$ cat config.mk
export PLATFORM = sky130hd
export DESIGN_NAME = iu_top
export DESIGN_NICKNAME = d
export VERILOG_FILES = /design/src/source/iu_pkg.sv /design/src/source/iu_alu.sv /design/src/source/iu_decode.sv /design/src/source/iu_div.sv /design/src/source/iu_mul.sv /design/src/source/iu_top.sv /design/src/source/iu_wb_ctrl.sv
export SDC_FILE = /design/constraint.sdc
export NUM_CORES = 2
export LEC_CHECK = 0
export BUFFER_PORTS_ARGS = -buffer_cell sky130_fd_sc_hd__buf_4
export CAP_MARGIN = 20
export CORE_MARGIN = 2
export CORE_UTILIZATION = 45
export DETAILED_ROUTE_END_ITERATION = 16
export PLACE_DENSITY = 0.65
export SLEW_MARGIN = 5
export SYNTH_ARGS = -nofsm -noshare
export SYNTH_HDL_FRONTEND = slang
export SYNTH_SLANG_ARGS = --single-unit
$ cat constraint.sdc
create_clock -name forever_cpuclk -period 8.6 [get_ports forever_cpuclk]
set_input_delay 2.15 -clock forever_cpuclk [delete_from_list [all_inputs] [get_ports forever_cpuclk]]
set_output_delay 2.15 -clock forever_cpuclk [all_outputs]
set_load 0.05 [all_outputs]
$ cat src/source/iu_pkg.sv
// Shared types for the integer execution unit
// Function codes outside func_t are illegal and produce no write-back

`default_nettype none

package iu_pkg;

  // Instruction function codes
  typedef enum logic [4:0] {
    FUNC_ADD    = 5'h00,
    FUNC_SUB    = 5'h01,
    FUNC_AND    = 5'h02,
    FUNC_OR     = 5'h03,
    FUNC_XOR    = 5'h04,
    FUNC_SLL    = 5'h05,
    FUNC_SRL    = 5'h06,
    FUNC_SRA    = 5'h07,
    FUNC_SLT    = 5'h08,
    FUNC_SLTU   = 5'h09,
    FUNC_MUL    = 5'h10,
    FUNC_MULH   = 5'h11,
    FUNC_MULHSU = 5'h12,
    FUNC_MULHU  = 5'h13,
    FUNC_DIV    = 5'h18,
    FUNC_DIVU   = 5'h19,
    FUNC_REM    = 5'h1a,
    FUNC_REMU   = 5'h1b
  } func_t;

  typedef enum logic [3:0] {
    ALU_ADD,
    ALU_SUB,
    ALU_AND,
    ALU_OR,
    ALU_XOR,
    ALU_SLL,
    ALU_SRL,
    ALU_SRA,
    ALU_SLT,
    ALU_SLTU
  } alu_op_t;

  // Destination physical register tag
  typedef logic [5:0] preg_t;

endpackage

`default_nettype wire

$ cat src/source/iu_alu.sv
// Combinational integer ALU
// Shift amount uses the low log2(XLEN) bits of src1

`timescale 1ns/1ps
`default_nettype none

module iu_alu #(
  parameter int XLEN = 32
) (
  input  iu_pkg::alu_op_t  alu_op,
  input  logic [XLEN-1:0]  src0,
  input  logic [XLEN-1:0]  src1,
  output logic [XLEN-1:0]  rslt
);

  localparam int SHW = $clog2(XLEN);

  logic [SHW-1:0] shamt;
  logic           lt_s;
  logic           lt_u;

  assign shamt = src1[SHW-1:0];
  assign lt_s  = $signed(src0) < $signed(src1);
  assign lt_u  = src0 < src1;

  always_comb begin
    case (alu_op)
      iu_pkg::ALU_ADD:  rslt = src0 + src1;
      iu_pkg::ALU_SUB:  rslt = src0 - src1;
      iu_pkg::ALU_AND:  rslt = src0 & src1;
      iu_pkg::ALU_OR:   rslt = src0 | src1;
      iu_pkg::ALU_XOR:  rslt = src0 ^ src1;
      iu_pkg::ALU_SLL:  rslt = src0 << shamt;
      iu_pkg::ALU_SRL:  rslt = src0 >> shamt;
      iu_pkg::ALU_SRA:  rslt = $unsigned($signed(src0) >>> shamt);
      // Comparisons return 0 or 1
      iu_pkg::ALU_SLT:  rslt = {{(XLEN-1){1'b0}}, lt_s};
      iu_pkg::ALU_SLTU: rslt = {{(XLEN-1){1'b0}}, lt_u};
      default:          rslt = '0;
    endcase
  end

endmodule

`default_nettype wire

$ cat src/source/iu_decode.sv
// Function code decode into unit selects and operation controls
// Selects are gated by inst_vld only; stall and flush are handled in the units
// Illegal codes raise no select

`timescale 1ns/1ps
`default_nettype none

module iu_decode (
  input  logic            inst_vld,
  input  iu_pkg::func_t   func,
  output logic            alu_sel,
  output logic            mul_sel,
  output logic            div_sel,
  output iu_pkg::alu_op_t alu_op,
  output logic            mul_high,
  output logic            mul_src0_signed,
  output logic            mul_src1_signed,
  output logic            div_signed,
  output logic            div_rem
);

  logic is_alu;
  logic is_mul;
  logic is_div;

  assign is_alu = func inside {iu_pkg::FUNC_ADD, iu_pkg::FUNC_SUB, iu_pkg::FUNC_AND,
                               iu_pkg::FUNC_OR, iu_pkg::FUNC_XOR, iu_pkg::FUNC_SLL,
                               iu_pkg::FUNC_SRL, iu_pkg::FUNC_SRA, iu_pkg::FUNC_SLT,
                               iu_pkg::FUNC_SLTU};
  assign is_mul = func inside {iu_pkg::FUNC_MUL, iu_pkg::FUNC_MULH,
                               iu_pkg::FUNC_MULHSU, iu_pkg::FUNC_MULHU};
  assign is_div = func inside {iu_pkg::FUNC_DIV, iu_pkg::FUNC_DIVU,
                               iu_pkg::FUNC_REM, iu_pkg::FUNC_REMU};

  // At most one select per instruction
  assign alu_sel = inst_vld & is_alu;
  assign mul_sel = inst_vld & is_mul;
  assign div_sel = inst_vld & is_div;

  assign mul_high        = func != iu_pkg::FUNC_MUL;
  assign mul_src0_signed = func inside {iu_pkg::FUNC_MULH, iu_pkg::FUNC_MULHSU};
  assign mul_src1_signed = func == iu_pkg::FUNC_MULH;

  assign div_signed = func inside {iu_pkg::FUNC_DIV, iu_pkg::FUNC_REM};
  assign div_rem    = func inside {iu_pkg::FUNC_REM, iu_pkg::FUNC_REMU};

  always_comb begin
    case (func)
      iu_pkg::FUNC_SUB:  alu_op = iu_pkg::ALU_SUB;
      iu_pkg::FUNC_AND:  alu_op = iu_pkg::ALU_AND;
      iu_pkg::FUNC_OR:   alu_op = iu_pkg::ALU_OR;
      iu_pkg::FUNC_XOR:  alu_op = iu_pkg::ALU_XOR;
      iu_pkg::FUNC_SLL:  alu_op = iu_pkg::ALU_SLL;
      iu_pkg::FUNC_SRL:  alu_op = iu_pkg::ALU_SRL;
      iu_pkg::FUNC_SRA:  alu_op = iu_pkg::ALU_SRA;
      iu_pkg::FUNC_SLT:  alu_op = iu_pkg::ALU_SLT;
      iu_pkg::FUNC_SLTU: alu_op = iu_pkg::ALU_SLTU;
      default:           alu_op = iu_pkg::ALU_ADD;
    endcase
  end

endmodule

`default_nettype wire

$ cat src/source/iu_div.sv
// Radix-2 restoring divider, one quotient bit per cycle
// Busy from the accepting edge until the held result is granted
// Divide by zero and signed overflow follow the RISC-V results
// A divide offered while busy sees stall and must be held by the issuer

`timescale 1ns/1ps
`default_nettype none

module iu_div #(
  parameter int XLEN = 32
) (
  input  logic            forever_cpuclk,
  input  logic            arst_n,
  input  logic            flush,
  input  logic            div_sel,
  input  logic            div_signed,
  input  logic            div_rem,
  input  logic [XLEN-1:0] src0,
  input  logic [XLEN-1:0] src1,
  input  iu_pkg::preg_t   dst_preg,
  input  logic            div_grant,
  output logic            stall,
  output logic            done,
  output logic [XLEN-1:0] rslt,
  output iu_pkg::preg_t   preg
);

  localparam int CW = $clog2(XLEN);

  typedef enum logic [1:0] {
    DIV_IDLE,
    DIV_ITER,
    DIV_HOLD
  } div_state_t;

  div_state_t      state;
  logic [CW-1:0]   cnt;
  logic            start;
  logic            neg0;
  logic            neg1;
  logic [XLEN-1:0] mag0;
  logic [XLEN-1:0] mag1;
  logic [XLEN-1:0] quo;
  logic [XLEN-1:0] rem;
  logic [XLEN-1:0] dvsr;
  logic [XLEN:0]   shifted;
  logic            ge;
  logic            q_neg;
  logic            r_neg;
  logic            rem_sel;

  assign start = (state == DIV_IDLE) & div_sel & ~flush;

  assign neg0 = div_signed & src0[XLEN-1];
  assign neg1 = div_signed & src1[XLEN-1];
  assign mag0 = neg0 ? -src0 : src0;
  assign mag1 = neg1 ? -src1 : src1;

  always_ff @(posedge forever_cpuclk or negedge arst_n) begin
    if (!arst_n) begin
      state <= DIV_IDLE;
      cnt   <= '0;
    end else if (flush) begin
      state <= DIV_IDLE;
    end else begin
      case (state)
        DIV_IDLE: begin
          if (div_sel) begin
            state <= DIV_ITER;
            cnt   <= '0;
          end
        end
        DIV_ITER: begin
          cnt <= cnt + 1'b1;
          if (cnt == CW'(XLEN - 1)) begin
            state <= DIV_HOLD;
          end
        end
        DIV_HOLD: begin
          if (div_grant) begin
            state <= DIV_IDLE;
          end
        end
        default: state <= DIV_IDLE;
      endcase
    end
  end

  // Partial remainder shifted left with the next dividend bit
  assign shifted = {rem, quo[XLEN-1]};
  assign ge      = shifted >= {1'b0, dvsr};

  always_ff @(posedge forever_cpuclk) begin
    if (start) begin
      quo     <= mag0;
      rem     <= '0;
      dvsr    <= mag1;
      // Zero divisor leaves an all-ones quotient unsigned
      q_neg   <= (neg0 ^ neg1) & (|src1);
      r_neg   <= neg0;
      rem_sel <= div_rem;
      preg    <= dst_preg;
    end else if (state == DIV_ITER) begin
      rem <= ge ? shifted[XLEN-1:0] - dvsr : shifted[XLEN-1:0];
      quo <= {quo[XLEN-2:0], ge};
    end
  end

  // Overflow falls out of the magnitude path as 2^(XLEN-1) negated is the dividend
  assign rslt = rem_sel ? (r_neg ? -rem : rem) : (q_neg ? -quo : quo);

  assign stall = div_sel & (state != DIV_IDLE);
  assign done  = state == DIV_HOLD;

endmodule

`default_nettype wire

$ cat src/source/iu_mul.sv
// Two-stage multiplier
// Partial products register at the accepting edge, the summed result is
// captured by the write-back registers at the next edge
// XLEN must be even

`timescale 1ns/1ps
`default_nettype none

module iu_mul #(
  parameter int XLEN = 32
) (
  input  logic            forever_cpuclk,
  input  logic            arst_n,
  input  logic            flush,
  input  logic            mul_sel,
  input  logic            mul_high,
  input  logic            mul_src0_signed,
  input  logic            mul_src1_signed,
  input  logic [XLEN-1:0] src0,
  input  logic [XLEN-1:0] src1,
  output logic [XLEN-1:0] rslt
);

  localparam int HALF = XLEN / 2;
  localparam int PW   = 2 * XLEN + 2;

  logic signed [XLEN:0]   op0;
  logic signed [HALF:0]   op1_lo;
  logic signed [HALF:0]   op1_hi;
  logic signed [PW-1:0]   pp_lo;
  logic signed [PW-1:0]   pp_hi;
  logic signed [PW-1:0]   prod;
  logic                   high_q;
  logic                   vld_q;

  // Extend by one bit so mixed signedness becomes a signed multiply
  assign op0    = {mul_src0_signed & src0[XLEN-1], src0};
  assign op1_lo = {1'b0, src1[HALF-1:0]};
  assign op1_hi = {mul_src1_signed & src1[XLEN-1], src1[XLEN-1:HALF]};

  always_ff @(posedge forever_cpuclk or negedge arst_n) begin
    if (!arst_n) begin
      vld_q <= 1'b0;
    end else begin
      vld_q <= mul_sel & ~flush;
    end
  end

  always_ff @(posedge forever_cpuclk) begin
    if (mul_sel) begin
      pp_lo  <= op0 * op1_lo;
      pp_hi  <= op0 * op1_hi;
      high_q <= mul_high;
    end
  end

  // Second stage
  assign prod = pp_lo + (pp_hi <<< HALF);

  // Idle output held at zero
  assign rslt = !vld_q ? '0 :
                high_q ? prod[2*XLEN-1:XLEN] : prod[XLEN-1:0];

endmodule

`default_nettype wire

$ cat src/source/iu_top.sv
// Integer execution unit top: ALU, pipelined multiplier, iterative divider
// One instruction per cycle, accepted when inst_vld is high and stall is low
// ALU and multiply write back two edges after acceptance, in order
// Divide results take the port only in cycles with no pipelined result
// Flush discards all work in flight and blocks the instruction offered with it

`timescale 1ns/1ps
`default_nettype none

module iu_top #(
  parameter int XLEN = 32
) (
  input  logic            forever_cpuclk,
  input  logic            arst_n,
  input  logic            flush,
  input  logic            inst_vld,
  input  iu_pkg::func_t   func,
  input  logic [XLEN-1:0] src0,
  input  logic [XLEN-1:0] src1,
  input  iu_pkg::preg_t   dst_preg,
  output logic            stall,
  output logic            wb_vld,
  output iu_pkg::preg_t   wb_preg,
  output logic [XLEN-1:0] wb_data
);

  logic            alu_sel;
  logic            mul_sel;
  logic            div_sel;
  iu_pkg::alu_op_t alu_op;
  logic            mul_high;
  logic            mul_src0_signed;
  logic            mul_src1_signed;
  logic            div_signed;
  logic            div_rem;
  logic [XLEN-1:0] alu_rslt;
  logic [XLEN-1:0] mul_rslt;
  logic            div_done;
  logic            div_grant;
  logic [XLEN-1:0] div_rslt;
  iu_pkg::preg_t   div_preg;

  iu_decode i_decode (
    .inst_vld        (inst_vld),
    .func            (func),
    .alu_sel         (alu_sel),
    .mul_sel         (mul_sel),
    .div_sel         (div_sel),
    .alu_op          (alu_op),
    .mul_high        (mul_high),
    .mul_src0_signed (mul_src0_signed),
    .mul_src1_signed (mul_src1_signed),
    .div_signed      (div_signed),
    .div_rem         (div_rem)
  );

  iu_alu #(.XLEN(XLEN)) i_alu (
    .alu_op (alu_op),
    .src0   (src0),
    .src1   (src1),
    .rslt   (alu_rslt)
  );

  iu_mul #(.XLEN(XLEN)) i_mul (
    .forever_cpuclk  (forever_cpuclk),
    .arst_n          (arst_n),
    .flush           (flush),
    .mul_sel         (mul_sel),
    .mul_high        (mul_high),
    .mul_src0_signed (mul_src0_signed),
    .mul_src1_signed (mul_src1_signed),
    .src0            (src0),
    .src1            (src1),
    .rslt            (mul_rslt)
  );

  // Owns the only issue stall
  iu_div #(.XLEN(XLEN)) i_div (
    .forever_cpuclk (forever_cpuclk),
    .arst_n         (arst_n),
    .flush          (flush),
    .div_sel        (div_sel),
    .div_signed     (div_signed),
    .div_rem        (div_rem),
    .src0           (src0),
    .src1           (src1),
    .dst_preg       (dst_preg),
    .div_grant      (div_grant),
    .stall          (stall),
    .done           (div_done),
    .rslt           (div_rslt),
    .preg           (div_preg)
  );

  iu_wb_ctrl #(.XLEN(XLEN)) i_wb_ctrl (
    .forever_cpuclk (forever_cpuclk),
    .arst_n         (arst_n),
    .flush          (flush),
    .alu_sel        (alu_sel),
    .mul_sel        (mul_sel),
    .dst_preg       (dst_preg),
    .alu_rslt       (alu_rslt),
    .mul_rslt       (mul_rslt),
    .div_done       (div_done),
    .div_rslt       (div_rslt),
    .div_preg       (div_preg),
    .div_grant      (div_grant),
    .wb_vld         (wb_vld),
    .wb_preg        (wb_preg),
    .wb_data        (wb_data)
  );

endmodule

`default_nettype wire

$ cat src/source/iu_wb_ctrl.sv
// Result pipeline and write-back port arbitration
// ALU and multiply results always win; the divider is granted when stage one
// is empty. No back-pressure from the write-back side

`timescale 1ns/1ps
`default_nettype none

module iu_wb_ctrl #(
  parameter int XLEN = 32
) (
  input  logic            forever_cpuclk,
  input  logic            arst_n,
  input  logic            flush,
  input  logic            alu_sel,
  input  logic            mul_sel,
  input  iu_pkg::preg_t   dst_preg,
  input  logic [XLEN-1:0] alu_rslt,
  input  logic [XLEN-1:0] mul_rslt,
  input  logic            div_done,
  input  logic [XLEN-1:0] div_rslt,
  input  iu_pkg::preg_t   div_preg,
  output logic            div_grant,
  output logic            wb_vld,
  output iu_pkg::preg_t   wb_preg,
  output logic [XLEN-1:0] wb_data
);

  logic            s1_vld;
  logic            s1_mul;
  iu_pkg::preg_t   s1_preg;
  logic [XLEN-1:0] s1_data;

  assign div_grant = ~s1_vld;

  always_ff @(posedge forever_cpuclk or negedge arst_n) begin
    if (!arst_n) begin
      s1_vld <= 1'b0;
      wb_vld <= 1'b0;
    end else if (flush) begin
      s1_vld <= 1'b0;
      wb_vld <= 1'b0;
    end else begin
      s1_vld <= alu_sel | mul_sel;
      wb_vld <= s1_vld | div_done;
    end
  end

  // Stage one payload
  always_ff @(posedge forever_cpuclk) begin
    if (alu_sel | mul_sel) begin
      s1_mul  <= mul_sel;
      s1_preg <= dst_preg;
      s1_data <= alu_rslt;
    end
  end

  always_ff @(posedge forever_cpuclk) begin
    if (s1_vld) begin
      wb_preg <= s1_preg;
      wb_data <= s1_mul ? mul_rslt : s1_data;
    end else if (div_done) begin
      wb_preg <= div_preg;
      wb_data <= div_rslt;
    end
  end

endmodule

`default_nettype wire
==> results.cfg <==
[outcome]
status = finished, final reports clean

[sta]
slew_viol_final = 0
hold_violations = 0
fin_ws_ns = 0.1994
fin_crit_ns = 8.401
slew_headroom = 0.1535
grt_setup_unrepaired = yes
worst_pin_slew_ns = 1.261
finalSetupViolCount = 0
max_freq_ghz = 0.1190
post-route-period-util = 0.9768
fin_skew_ns = 0.04914

[setup_path]
reg2reg_from = i_mul.pp_hi[0]
crit_path_start = src0[10]
worst_ep_required_time_ns = 8.97
critPathLaunchType = input pin
crit_fanout = 7
cp_slowest_cell = fa_1
crit_top_cell = fa_1
max_stage_delay_ns = 0.56
cp-end-kind = flip-flop
crit_arrival_ns = 8.77
path_class = in -> reg

[logic_synthesis]
synth_nets = 8699
yosysSeqAreaShare = 0.1365
yosysWarningCount = 0
synth_largest_area_cell = fa_1
synth_edf_count = 249
synth_seq_cells = 291
avgSynthCellArea_um2 = 8.545
synthCells = 7176
netlist_top_cells_area = fa_1, edfxtp_1, ha_1, inv_1, nand2_1
synth.distinct_cells = 95
synth_top_area_frac = 0.3359
ys.flop_type = edfxtp_1
synth_area_mm2 = 0.06132
synthArstFlopShare = 0.03436

[hold_path]
worstHoldStart = i_wb_ctrl.s1_preg[4]
min-delay-path-class = reg -> reg

[finish]
layout.cells.non_filler = 9442
layout_commonest_cell = inv_1
n_fill_cell = 12780
area_growth_pct = 14.11
layout_common_cells = inv_1, fa_1, nand2_1
final_nets = 9139
design_area_mm2 = 0.06997
drive_gt1_frac = 0.1287

[clock_tree]
cts_sinks = 291
htreeDepth = 2
cts_buffers = 37
cts_tree = done
hold_buffers = 0
clockBufferDepth = 3
path_clk_slew_ns = 0.06
insertion_delay_ns = 0.63
cts_root_buf = clkbuf_16

[global_route]
grt_pass1_vias = 55250
grt_pass1_wl_um = 360600
grt_use_total = 0.3522
grt.overflow.total = 0
grt_max_degree = 96
antenna_found_initial = 24

[floorplan]
ios = 119
coreArea_mm2 = 0.1353
die_area_mm2 = 0.1392
die_x_um = 373.1
initial_core_util = 0.4532
dieHeight_um = 373.1
num_rows = 135

[place]
placed_area_mm2 = 0.06862
dp_hpwl_um = 205300
place_ws_ns = -0.5806
gp_congestion = 1.098
placed_cells_incl_taps = 9355
io_buffers = 118

[drt]
first_pass_iters = 6
antenna_left = 0
drtIter0Drc = 6106
drc_errors = 0
drt-vias-per-instance = 5.811
dr_total_vias = 54870
wl_per_cell_um = 25.91
drt-total-wl_um = 244600

[flow_run]
cap_violations = 0
==> Yosys cell counts (12+ instances only) <==
cell	count
inv_1	1272
fa_1	1029
nand2_1	852
nor2_1	797
ha_1	415
a21oi_1	360
clkbuf_1	324
o21ai_0	319
edfxtp_1	249
xnor2_1	216
a21o_1	122
mux2i_1	87
buf_1	79
nand3_1	76
xor2_1	73
nor3_1	62
a211oi_1	55
nand2b_1	43
a31oi_1	41
o22ai_1	39
nor2b_1	37
o21bai_1	36
o31ai_1	35
o21a_1	34
o211ai_1	33
dfxtp_1	32
a221o_1	29
and3_1	27
nand4_1	27
a221oi_1	26
nor4_1	25
or3_1	22
a22oi_1	19
o41ai_1	17
a211o_1	16
mux4_2	14
o221ai_1	13
and2_1	12
clkinv_1	12
o21ai_1	12
==> through the flow <==
stage          hold slack, ns   TNS, ns    util
3_5_place_dp           0.5137    -7.431  0.5072
6_report               0.5070         0  0.5172
4_1_cts                0.5121         0  0.5160
2_1_floorplan          0.4756   -0.1409       -
3_3_place_gp           0.5043    -5.505  0.5072
5_1_grt                0.5456  -0.06082  0.5170
==> metal layers <==
metal | track usage | share of wire | vias to the layer above
met4 | 0.2541 | 0.090 | 14
met2 | 0.5224 | 0.42 | 2945
met3 | 0.08575 | 0.11 | 662
li1 | - | - | 23870
met5 | 0 | 0.00031 | -
met1 | 0.4500 | 0.38 | 27380
==> logic make-up after synthesis <==
group,count (synthesis),share of synthesized area
adders and majority gates,1444,0.4206
AOI/OAI and AO/OA,1311,0.1367
xor gates and xnor gates,289,0.04128
buffers and inverters,1707,0.1058
DFF,291,0.1365
muxes,111,0.02118
and+or+nand+nor,2023,0.1379
==> critical path: cells and delay by family <==
kind | cells | cell delay, ns
compound gates | 8 | 1.86
xor+xnor | 1 | 0.08
fa+ha+maj | 7 | 3.15
buf+inv | 7 | 1.01
simple gates | 4 | 0.49
==> final cells by class <==
class	instances	area (um^2)	share of cell area
clock buffers	45	977.2	0.01397
flip-flops and latches	291	8369	0.1196
diodes	17	42.54	0.0006080
well taps	1781	2228	0.03185
inverters	1290	4846	0.06926
repair buffers	818	6633	0.09479
multi-input cells	5178	46650	0.6667
clock inverters	22	224.0	0.003201
==> state kept, by name, summed over array words and instances (netlist names) <==
register	count
i_div.cnt	5
i_div.dvsr	32
i_div.preg	6
i_div.q_neg	1
i_div.quo	32
i_div.r_neg	1
i_div.rem	32
i_div.rem_sel	1
i_div.state	2
i_mul.high_q	1
i_mul.pp_hi	48
i_mul.pp_lo	50
i_mul.vld_q	1
i_wb_ctrl.s1_data	32
i_wb_ctrl.s1_mul	1
i_wb_ctrl.s1_preg	6
i_wb_ctrl.s1_vld	1
i_wb_ctrl.wb_data	32
i_wb_ctrl.wb_preg	6
i_wb_ctrl.wb_vld	1
==> path summary, 6_finish.rpt <==
kind                                    endpoint  slack (ns)  cells past startpoint
hold / removal              i_wb_ctrl.wb_preg[4]        0.51                      1
max in group asynchronous       i_wb_ctrl.s1_vld        7.11                      1
setup reg to reg           i_wb_ctrl.wb_data[30]        3.20                     14
setup / recovery                 i_mul.pp_lo[48]        0.20                     27
min in group asynchronous           i_div.cnt[2]        1.34                      1
hold reg to reg             i_wb_ctrl.wb_preg[4]        0.51                      1
==> repair_timing <==
action	in CTS	in global routing
endpoints found under the setup margin	0	12
setup buffers	0	2
resized for setup	0	13
endpoints found under the hold margin	0	0
Power is left out: the tool's default activity adds up to more than one toggle a clock period on the data nets, which glitch-free logic cannot reach.
